===== src/logic/kt_pkg.sv =====
`default_nettype none

package kt_pkg;

    localparam int BOARD_N     = 5;
    localparam int NUM_SQUARES = BOARD_N * BOARD_N;
    localparam int NUM_DIRS    = 8;
    localparam int COORD_W     = 3;
    localparam int STEP_W      = 5;
    localparam int DIR_W       = 3;
    localparam int TRY_W       = 4;

    // one bit wider than a coordinate so a square plus a knight offset stays signed
    typedef logic signed [COORD_W:0] offset_t;

    // clockwise from north, each named by its long leg first
    typedef enum logic [DIR_W-1:0] {
        DIR_NNW,
        DIR_NNE,
        DIR_ENE,
        DIR_ESE,
        DIR_SSE,
        DIR_SSW,
        DIR_WSW,
        DIR_WNW
    } knight_dir_t;

    typedef enum logic [1:0] {
        OP_NONE,
        OP_PUSH,
        OP_POP,
        OP_CLEAR
    } stack_op_t;

    typedef enum logic [1:0] {
        ST_IDLE,
        ST_LOAD,
        ST_SEARCH,
        ST_PLAY
    } search_state_t;

    function automatic offset_t knight_dx(input knight_dir_t dir);
        case (dir)
            DIR_NNW, DIR_SSW: return offset_t'(-1);
            DIR_NNE, DIR_SSE: return offset_t'(1);
            DIR_ENE, DIR_ESE: return offset_t'(2);
            default:          return offset_t'(-2);
        endcase
    endfunction

    function automatic offset_t knight_dy(input knight_dir_t dir);
        case (dir)
            DIR_NNW, DIR_NNE: return offset_t'(2);
            DIR_ENE, DIR_WNW: return offset_t'(1);
            DIR_ESE, DIR_WSW: return offset_t'(-1);
            default:          return offset_t'(-2);
        endcase
    endfunction

    // occupancy bit of a square, rows of BOARD_N along x
    function automatic logic [STEP_W-1:0] sq_idx(input logic [COORD_W-1:0] x,
                                                 input logic [COORD_W-1:0] y);
        return STEP_W'(y * BOARD_N + x);
    endfunction

    // the direction that takes the knight from (px, py) to (nx, ny)
    function automatic knight_dir_t dir_between(input logic [COORD_W-1:0] px,
                                                input logic [COORD_W-1:0] py,
                                                input logic [COORD_W-1:0] nx,
                                                input logic [COORD_W-1:0] ny);
        offset_t     dx;
        offset_t     dy;
        knight_dir_t found;
        dx    = $signed({1'b0, nx}) - $signed({1'b0, px});
        dy    = $signed({1'b0, ny}) - $signed({1'b0, py});
        found = DIR_NNW;
        for (int i = 0; i < NUM_DIRS; i++) begin
            if (knight_dx(knight_dir_t'(i)) == dx && knight_dy(knight_dir_t'(i)) == dy) begin
                found = knight_dir_t'(i);
            end
        end
        return found;
    endfunction

endpackage

`default_nettype wire

===== src/logic/kt_path_if.sv =====
`timescale 1ns/1ps
`default_nettype none

interface kt_path_if;

    // stack commands from the search controller
    kt_pkg::stack_op_t                 op;
    logic [kt_pkg::COORD_W-1:0]        push_x;
    logic [kt_pkg::COORD_W-1:0]        push_y;
    kt_pkg::knight_dir_t               push_dir;
    logic [kt_pkg::TRY_W-1:0]          push_tried;

    // playback read address
    logic [kt_pkg::STEP_W-1:0]         rd_step;

    // store state, top entry and the random read
    logic [kt_pkg::STEP_W-1:0]         depth;
    logic [kt_pkg::NUM_SQUARES-1:0]    occ;
    logic [kt_pkg::COORD_W-1:0]        top_x;
    logic [kt_pkg::COORD_W-1:0]        top_y;
    kt_pkg::knight_dir_t               top_dir;
    logic [kt_pkg::TRY_W-1:0]          top_tried;
    logic [kt_pkg::COORD_W-1:0]        rd_x;
    logic [kt_pkg::COORD_W-1:0]        rd_y;

    modport searcher (
        output op, push_x, push_y, push_dir, push_tried,
        input  depth, occ, top_x, top_y, top_dir, top_tried
    );

    modport player (
        output rd_step,
        input  rd_x, rd_y
    );

    modport store (
        input  op, push_x, push_y, push_dir, push_tried, rd_step,
        output depth, occ, top_x, top_y, top_dir, top_tried, rd_x, rd_y
    );

endinterface

`default_nettype wire


===== src/logic/kt_top.sv =====
`timescale 1ns/1ps
`default_nettype none

module kt_top (
    input  wire                        clk,
    input  wire                        rst_n,
    input  wire                        in_valid,
    input  wire [kt_pkg::COORD_W-1:0]  in_x,
    input  wire [kt_pkg::COORD_W-1:0]  in_y,
    input  wire [kt_pkg::DIR_W-1:0]    priority_num,
    output logic                       out_valid,
    output logic [kt_pkg::COORD_W-1:0] out_x,
    output logic [kt_pkg::COORD_W-1:0] out_y,
    output logic [kt_pkg::STEP_W-1:0]  move_out
);

    logic play_go;
    logic play_done;

    kt_path_if path ();

    kt_path_store i_store (
        .clk   (clk),
        .rst_n (rst_n),
        .path  (path.store)
    );

    // search fills the stack, playback drains it by step
    kt_search i_search (
        .clk          (clk),
        .rst_n        (rst_n),
        .in_valid     (in_valid),
        .in_x         (in_x),
        .in_y         (in_y),
        .priority_num (priority_num),
        .play_done    (play_done),
        .play_go      (play_go),
        .path         (path.searcher)
    );

    kt_playback i_playback (
        .clk       (clk),
        .rst_n     (rst_n),
        .play_go   (play_go),
        .play_done (play_done),
        .out_valid (out_valid),
        .out_x     (out_x),
        .out_y     (out_y),
        .move_out  (move_out),
        .path      (path.player)
    );

endmodule

`default_nettype wire


===== src/logic/kt_playback.sv =====
`timescale 1ns/1ps
`default_nettype none

module kt_playback (
    input  wire                        clk,
    input  wire                        rst_n,
    input  wire                        play_go,
    output logic                       play_done,
    output logic                       out_valid,
    output logic [kt_pkg::COORD_W-1:0] out_x,
    output logic [kt_pkg::COORD_W-1:0] out_y,
    output logic [kt_pkg::STEP_W-1:0]  move_out,
    kt_path_if.player                  path
);

    // last step already sent, zero between runs
    logic [kt_pkg::STEP_W-1:0] step;
    logic                      active;

    assign active       = play_go && (step != kt_pkg::NUM_SQUARES);
    assign path.rd_step = step + 1'b1;

    always_ff @(posedge clk or negedge rst_n) begin
        if (!rst_n) begin
            step      <= '0;
            play_done <= 1'b0;
            out_valid <= 1'b0;
            out_x     <= '0;
            out_y     <= '0;
            move_out  <= '0;
        end else if (active) begin
            step      <= path.rd_step;
            play_done <= (path.rd_step == kt_pkg::NUM_SQUARES);
            out_valid <= 1'b1;
            out_x     <= path.rd_x;
            out_y     <= path.rd_y;
            move_out  <= path.rd_step;
        end else begin
            // hold the final count until search leaves the play state
            if (!play_go) begin
                step <= '0;
            end
            play_done <= 1'b0;
            out_valid <= 1'b0;
            out_x     <= '0;
            out_y     <= '0;
            move_out  <= '0;
        end
    end

endmodule

`default_nettype wire


===== src/logic/kt_search.sv =====
`timescale 1ns/1ps
`default_nettype none

module kt_search (
    input  wire                         clk,
    input  wire                         rst_n,
    input  wire                         in_valid,
    input  wire [kt_pkg::COORD_W-1:0]   in_x,
    input  wire [kt_pkg::COORD_W-1:0]   in_y,
    input  wire [kt_pkg::DIR_W-1:0]     priority_num,
    input  wire                         play_done,
    output logic                        play_go,
    kt_path_if.searcher                 path
);

    kt_pkg::search_state_t      state;
    kt_pkg::knight_dir_t        prio;
    kt_pkg::knight_dir_t        cand;
    logic [kt_pkg::TRY_W-1:0]   tried;

    logic [kt_pkg::COORD_W-1:0] tgt_x;
    logic [kt_pkg::COORD_W-1:0] tgt_y;
    logic                       legal;
    logic                       full;
    logic                       exhausted;

    kt_move_gen i_move_gen (
        .cur_x (path.top_x),
        .cur_y (path.top_y),
        .dir   (cand),
        .occ   (path.occ),
        .tgt_x (tgt_x),
        .tgt_y (tgt_y),
        .legal (legal)
    );

    assign full      = (path.depth == kt_pkg::NUM_SQUARES);
    assign exhausted = (tried == kt_pkg::NUM_DIRS);
    assign play_go   = (state == kt_pkg::ST_PLAY);

    // stack command for this cycle, one action per search cycle
    always_comb begin
        path.op         = kt_pkg::OP_NONE;
        path.push_x     = in_x;
        path.push_y     = in_y;
        path.push_dir   = kt_pkg::DIR_NNW;
        path.push_tried = '0;
        case (state)
            kt_pkg::ST_IDLE: begin
                if (in_valid) begin
                    path.op = kt_pkg::OP_PUSH;
                end
            end
            kt_pkg::ST_LOAD: begin
                if (in_valid) begin
                    path.op       = kt_pkg::OP_PUSH;
                    path.push_dir = kt_pkg::dir_between(path.top_x, path.top_y, in_x, in_y);
                end
            end
            kt_pkg::ST_SEARCH: begin
                if (!full && exhausted) begin
                    path.op = kt_pkg::OP_POP;
                end else if (!full && legal) begin
                    path.op         = kt_pkg::OP_PUSH;
                    path.push_x     = tgt_x;
                    path.push_y     = tgt_y;
                    path.push_dir   = cand;
                    path.push_tried = tried;
                end
            end
            kt_pkg::ST_PLAY: begin
                if (play_done) begin
                    path.op = kt_pkg::OP_CLEAR;
                end
            end
        endcase
    end

    always_ff @(posedge clk or negedge rst_n) begin
        if (!rst_n) begin
            state <= kt_pkg::ST_IDLE;
            prio  <= kt_pkg::DIR_NNW;
            cand  <= kt_pkg::DIR_NNW;
            tried <= '0;
        end else begin
            case (state)
                kt_pkg::ST_IDLE: begin
                    if (in_valid) begin
                        prio  <= kt_pkg::knight_dir_t'(priority_num);
                        cand  <= kt_pkg::knight_dir_t'(priority_num);
                        tried <= '0;
                        state <= kt_pkg::ST_LOAD;
                    end
                end
                kt_pkg::ST_LOAD: begin
                    if (!in_valid) begin
                        state <= kt_pkg::ST_SEARCH;
                    end
                end
                kt_pkg::ST_SEARCH: begin
                    if (full) begin
                        state <= kt_pkg::ST_PLAY;
                    end else if (exhausted) begin
                        // resume the parent one direction past the square being dropped
                        cand  <= kt_pkg::knight_dir_t'(path.top_dir + 3'd1);
                        tried <= path.top_tried + 4'd1;
                    end else if (legal) begin
                        cand  <= prio;
                        tried <= '0;
                    end else begin
                        cand  <= kt_pkg::knight_dir_t'(cand + 3'd1);
                        tried <= tried + 4'd1;
                    end
                end
                kt_pkg::ST_PLAY: begin
                    if (play_done) begin
                        state <= kt_pkg::ST_IDLE;
                    end
                end
            endcase
        end
    end

endmodule

`default_nettype wire


===== src/logic/kt_move_gen.sv =====
`timescale 1ns/1ps
`default_nettype none

module kt_move_gen (
    input  wire                             [kt_pkg::COORD_W-1:0]     cur_x,
    input  wire                             [kt_pkg::COORD_W-1:0]     cur_y,
    input  wire kt_pkg::knight_dir_t                                  dir,
    input  wire                             [kt_pkg::NUM_SQUARES-1:0] occ,
    output logic                            [kt_pkg::COORD_W-1:0]     tgt_x,
    output logic                            [kt_pkg::COORD_W-1:0]     tgt_y,
    output logic                                                      legal
);

    kt_pkg::offset_t sum_x;
    kt_pkg::offset_t sum_y;
    logic            on_board;

    // the extra sign bit catches steps off the low edge
    assign sum_x = $signed({1'b0, cur_x}) + kt_pkg::knight_dx(dir);
    assign sum_y = $signed({1'b0, cur_y}) + kt_pkg::knight_dy(dir);

    assign on_board = (sum_x >= 0) && (sum_x < kt_pkg::BOARD_N) &&
                      (sum_y >= 0) && (sum_y < kt_pkg::BOARD_N);

    assign tgt_x = sum_x[kt_pkg::COORD_W-1:0];
    assign tgt_y = sum_y[kt_pkg::COORD_W-1:0];

    // the occupancy bit is only looked up for squares on the board
    assign legal = on_board ? !occ[kt_pkg::sq_idx(tgt_x, tgt_y)] : 1'b0;

endmodule

`default_nettype wire


===== src/logic/kt_path_store.sv =====
`timescale 1ns/1ps
`default_nettype none

module kt_path_store (
    input wire       clk,
    input wire       rst_n,
    kt_path_if.store path
);

    // entry k holds the square visited at step k
    logic [kt_pkg::COORD_W-1:0]     ent_x     [1:kt_pkg::NUM_SQUARES];
    logic [kt_pkg::COORD_W-1:0]     ent_y     [1:kt_pkg::NUM_SQUARES];
    kt_pkg::knight_dir_t            ent_dir   [1:kt_pkg::NUM_SQUARES];
    logic [kt_pkg::TRY_W-1:0]       ent_tried [1:kt_pkg::NUM_SQUARES];

    logic [kt_pkg::STEP_W-1:0]      depth_q;
    logic [kt_pkg::NUM_SQUARES-1:0] occ_q;
    logic [kt_pkg::STEP_W-1:0]      push_step;
    logic                           has_top;
    logic                           rd_ok;

    assign push_step = depth_q + 1'b1;
    assign has_top   = (depth_q != '0);
    assign rd_ok     = (path.rd_step != '0) && (path.rd_step <= kt_pkg::NUM_SQUARES);

    always_ff @(posedge clk) begin
        if (path.op == kt_pkg::OP_PUSH) begin
            ent_x[push_step]     <= path.push_x;
            ent_y[push_step]     <= path.push_y;
            ent_dir[push_step]   <= path.push_dir;
            ent_tried[push_step] <= path.push_tried;
        end
    end

    always_ff @(posedge clk or negedge rst_n) begin
        if (!rst_n) begin
            depth_q <= '0;
            occ_q   <= '0;
        end else if (path.op == kt_pkg::OP_PUSH) begin
            depth_q <= push_step;
            occ_q[kt_pkg::sq_idx(path.push_x, path.push_y)] <= 1'b1;
        end else if (path.op == kt_pkg::OP_POP) begin
            // the square being left becomes free again
            depth_q <= depth_q - 1'b1;
            occ_q[kt_pkg::sq_idx(path.top_x, path.top_y)] <= 1'b0;
        end else if (path.op == kt_pkg::OP_CLEAR) begin
            depth_q <= '0;
            occ_q   <= '0;
        end
    end

    assign path.depth = depth_q;
    assign path.occ   = occ_q;

    // an empty stack shows a zero top entry
    assign path.top_x     = has_top ? ent_x[depth_q] : '0;
    assign path.top_y     = has_top ? ent_y[depth_q] : '0;
    assign path.top_dir   = has_top ? ent_dir[depth_q] : kt_pkg::DIR_NNW;
    assign path.top_tried = has_top ? ent_tried[depth_q] : '0;

    assign path.rd_x = rd_ok ? ent_x[path.rd_step] : '0;
    assign path.rd_y = rd_ok ? ent_y[path.rd_step] : '0;

endmodule

`default_nettype wire


===== config.mk =====
export PLATFORM = sky130hd
export DESIGN_NAME = kt_top
export DESIGN_NICKNAME = d
export VERILOG_FILES = /design/src/logic/kt_pkg.sv /design/src/logic/kt_path_if.sv /design/src/logic/kt_top.sv /design/src/logic/kt_playback.sv /design/src/logic/kt_search.sv /design/src/logic/kt_move_gen.sv /design/src/logic/kt_path_store.sv
export SDC_FILE = /design/constraint.sdc
export NUM_CORES = 1
export LEC_CHECK = 0
export BUFFER_PORTS_ARGS = -buffer_cell sky130_fd_sc_hd__buf_4
export CORE_ASPECT_RATIO = 0.5
export CORE_UTILIZATION = 57
export DETAILED_ROUTE_END_ITERATION = 7
export MAX_ROUTING_LAYER = met4
export PLACE_DENSITY = 0.8
export SLEW_MARGIN = 0
export SYNTH_ARGS = -nofsm -noshare
export SYNTH_HDL_FRONTEND = slang
export SYNTH_HIERARCHICAL = 1
export SYNTH_SLANG_ARGS = --single-unit

===== constraint.sdc =====
create_clock -name clk -period 7.58 [get_ports clk]
set_input_delay 0 -clock clk [delete_from_list [all_inputs] [get_ports clk]]
set_output_delay 0 -clock clk [all_outputs]
set_load 0.005 [all_outputs]

==> impl_metrics.csv <==
group,metric,value,unit
run_status,status,"finished, violations left",
run_status,violations,"DRC",
logic_synthesis,synth_commonest_cells,"edfxtp_1, mux4_2, nor2_1",
logic_synthesis,ys_top_cells_by_area,"edfxtp_1, mux4_2, dfrtp_1, mux2i_1, ha_1",
place,io_buffers,23,
layout,areaGrowthSynthToFinish,14.62,%
layout,finalNetCount,1444,
critical_path,critPathBufInv,8,
drt,wl_per_cell,27.13,um
logic_synthesis,synthMostInstantiatedCell,"edfxtp_1",
critical_path,slowest_delay,0.51,ns
sta,setup_tns,0,ns
floorplan,io_pins,24,
grt,grt_pass1_vias,12256,
logic_synthesis,synth_area_per_cell,15.08,sq um
drt,drtAntennaViolNets,0,
sta,setup_viol,0,
floorplan,fp.dieH,131.4,um
critical_path,setup.worst_path.class,"flop to flop",
logic_synthesis,syn_area,19080,sq um
run,max_cap_viol_count,0,
floorplan,initial_core_util,59.08,%
logic_synthesis,yosys_warnings,6,
sta,fin_crit_sh,96.20,%
drt,first_pass_iters,8,
floorplan,rows,46,
hold_path,worst_hold_path_type,"primary input to flop",
sta,relSlewSlack,21.84,%
floorplan,die_w,260.7,um
sta,setup_slack,0.2882,ns
critical_path,worst_path_most_repeated_cell,"inv_1",
logic_synthesis,ys_async_sr_fraction,15.58,%
logic_synthesis,synth_top_area_share,51.16,%
clock_tree,cts-htree-levels,2,
critical_path,cp_slowest_cell,"mux4_2",
clock_tree,numCtsBuffers,34,
grt,grt_use_total,30.26,%
drt,drt_iter0_markers,1545,
clock_tree,cts_root_buffer,"clkbuf_16",
sta,tightest_slew,1.172,ns
sta,max_freq,137.1,MHz
place,dp_hpwl,31.80,mm
drt,drt-total-wl,49.60,mm
layout,multi_input_area,7599,sq um
layout,seq_area,11270,sq um
logic_synthesis,synth-seq-area-share,59.03,%
critical_path,end_kind,"flop",
logic_synthesis,synthCells,1265,
grt,grt_max_degree,61,
sta,period_needed,7.292,ns
drt,route.detailed.drc,2,
sta,hold_viol,0,
logic_synthesis,synth_flop_cell,"edfxtp_1",
layout,post-route-util,67.72,%
floorplan,core_area,32290,sq um
sta,finClkSkew,0.03551,ns
critical_path,startpoint_type,"flop",
floorplan,die_area,34250,sq um
drt,viasPerCell,6.725,
drt,vias,12293,
critical_path,cp.required,8.05,ns
logic_synthesis,ys_seq_elements,385,
clock_tree,cts_tree,"built",
clock_tree,clock_path_buffers,3,
logic_synthesis,yosysUniqueCellTypes,76,
clock_tree,path_clk_slew,0.07,ns
critical_path,cp.arrival,7.76,ns
layout,post-route-cell-area,21870,sq um
clock_tree,clock_latency,0.55,ns
logic_synthesis,synth-edff-count,325,
critical_path,crit_family,"adder cells",
logic_synthesis,syn_nets,1338,
grt,grt_pass1_wl,74.74,mm
layout,drive_gt1_share,26.72,%
clock_tree,clock-sinks,385,
place,gp_congestion,0.9389,
place,placed_cell_area,20300,sq um
logic_synthesis,yosysTopAreaCell,"edfxtp_1",
layout,fillers,2066,
grt,gr-total-overflow,0,
grt,grt_antenna_before_repair,0,
place,pre_cts_slack,-0.07146,ns
sta,drv_slew,0,
critical_path,path_max_fanout,26,
layout,antenna_cells,0,
-- cells by family after synthesis --
family                   after synthesis  synth area share, %
XOR/XNOR                              30                1.417
AO/OA/AOI/OAI                        199                7.090
buffers and inverters                117                2.610
multiplexers                         199                18.29
AND/OR/NAND/NOR                      274                7.293
flip-flops                           385                59.03
adder cells (fa/ha/maj)               61                4.276
-- sequential cells by signal (all words and copies together) (netlist names), 2 cells and up --
name / flops
i_store/path.occ: 25
i_playback/move_out: 5
i_playback/step: 5
i_store/ent_tried: 100
i_search/cand: 3
i_search/prio: 3
i_store/ent_x: 75
i_playback/out_x: 3
i_store/ent_y: 75
i_store/ent_dir: 75
i_search/state: 2
i_store/path.depth: 5
i_playback/out_y: 3
i_search/tried: 4
-- area by class of cell --
class	instances	share of cell area [%]
well taps	432	2.472
inverters	46	0.7897
clock buffers	41	4.063
multi-input cells	763	34.75
clock inverters	20	1.019
flip-flops and latches	385	51.54
repair buffers	141	5.367
-- worst min-delay path: cells and delay by family --
family,cells,cell delay [ns]
mux,1,0.18
buf+inv,2,0.27
-- through the flow --
| stage | hold slack, ns | std cells |
|---|---|---|
| after global routing | 0.05540 | 1828 |
| after detailed placement | 0.1366 | 1742 |
| after floorplan | -0.2956 | 1265 |
| after global placement | 0.1217 | 1742 |
| final | 0.04805 | 1828 |
| after CTS | 0.07313 | 1818 |
-- final timing paths --
path                                          endpoint  cells after the start                   from  slack (ns)
worst max-delay path               i_store/path.occ[6]                     32  i_store/path.depth[0]        0.29
worst min-delay path              i_store/ent_y[16][1]                      3                in_y[1]        0.05
worst max register to register     i_store/path.occ[6]                     32  i_store/path.depth[0]        0.29
worst min register to register    i_store/path.occ[24]                      2   i_store/path.occ[24]        0.58
max in group asynchronous        i_store/path.depth[0]                      2                  rst_n        6.90
min in group asynchronous       i_playback/move_out[0]                      2                  rst_n        0.09
-- cell usage in the layout, fill, tap and decap left out, types with 4 or more instances in the layout --
cell / count
a21o_1: 6
mux2_2: 12
inv_1: 42
mux4_1: 4
nand2_1: 50
xnor2_1: 13
dlygate4sd3_1: 8
a22oi_1: 17
nor3_1: 6
nor2_2: 6
and2_1: 4
buf_6: 4
clkbuf_16: 35
a221oi_1: 7
clkinv_1: 7
a211oi_1: 20
dfrtp_1: 57
mux4_2: 113
a32oi_1: 5
edfxtp_1: 325
clkbuf_1: 5
a21oi_1: 67
clkinv_2: 7
a31oi_1: 17
mux2i_1: 65
nand3_1: 14
ha_1: 48
bufinv_16: 4
buf_4: 122
nand2b_1: 10
buf_12: 5
nor2_1: 96
fa_1: 4
xor2_1: 9
a221oi_2: 4
nor2b_1: 30
and3_1: 18
o211ai_1: 5
o21ai_0: 18
-- metal layers --
layer  up-vias  part of all wire, %  track usage [%]
met1      6203                   39            42.13
met4         0                  2.5            8.415
met2       798                   47            46.42
met3       119                   11            5.189
li1       5173                    -                -
met5         -                    0                -
-- what timing repair did --
action	in CTS	in global routing
cloned	0	1
endpoints found under the setup margin	23	25
endpoints found under the hold margin	68	0
hold buffers	8	0
setup buffers	7	10
gates resized for setup	6	36
pin swaps	3	13
Power is not shown: default switching activity piles up to over one toggle a cycle in this logic, so the estimate is an artifact.
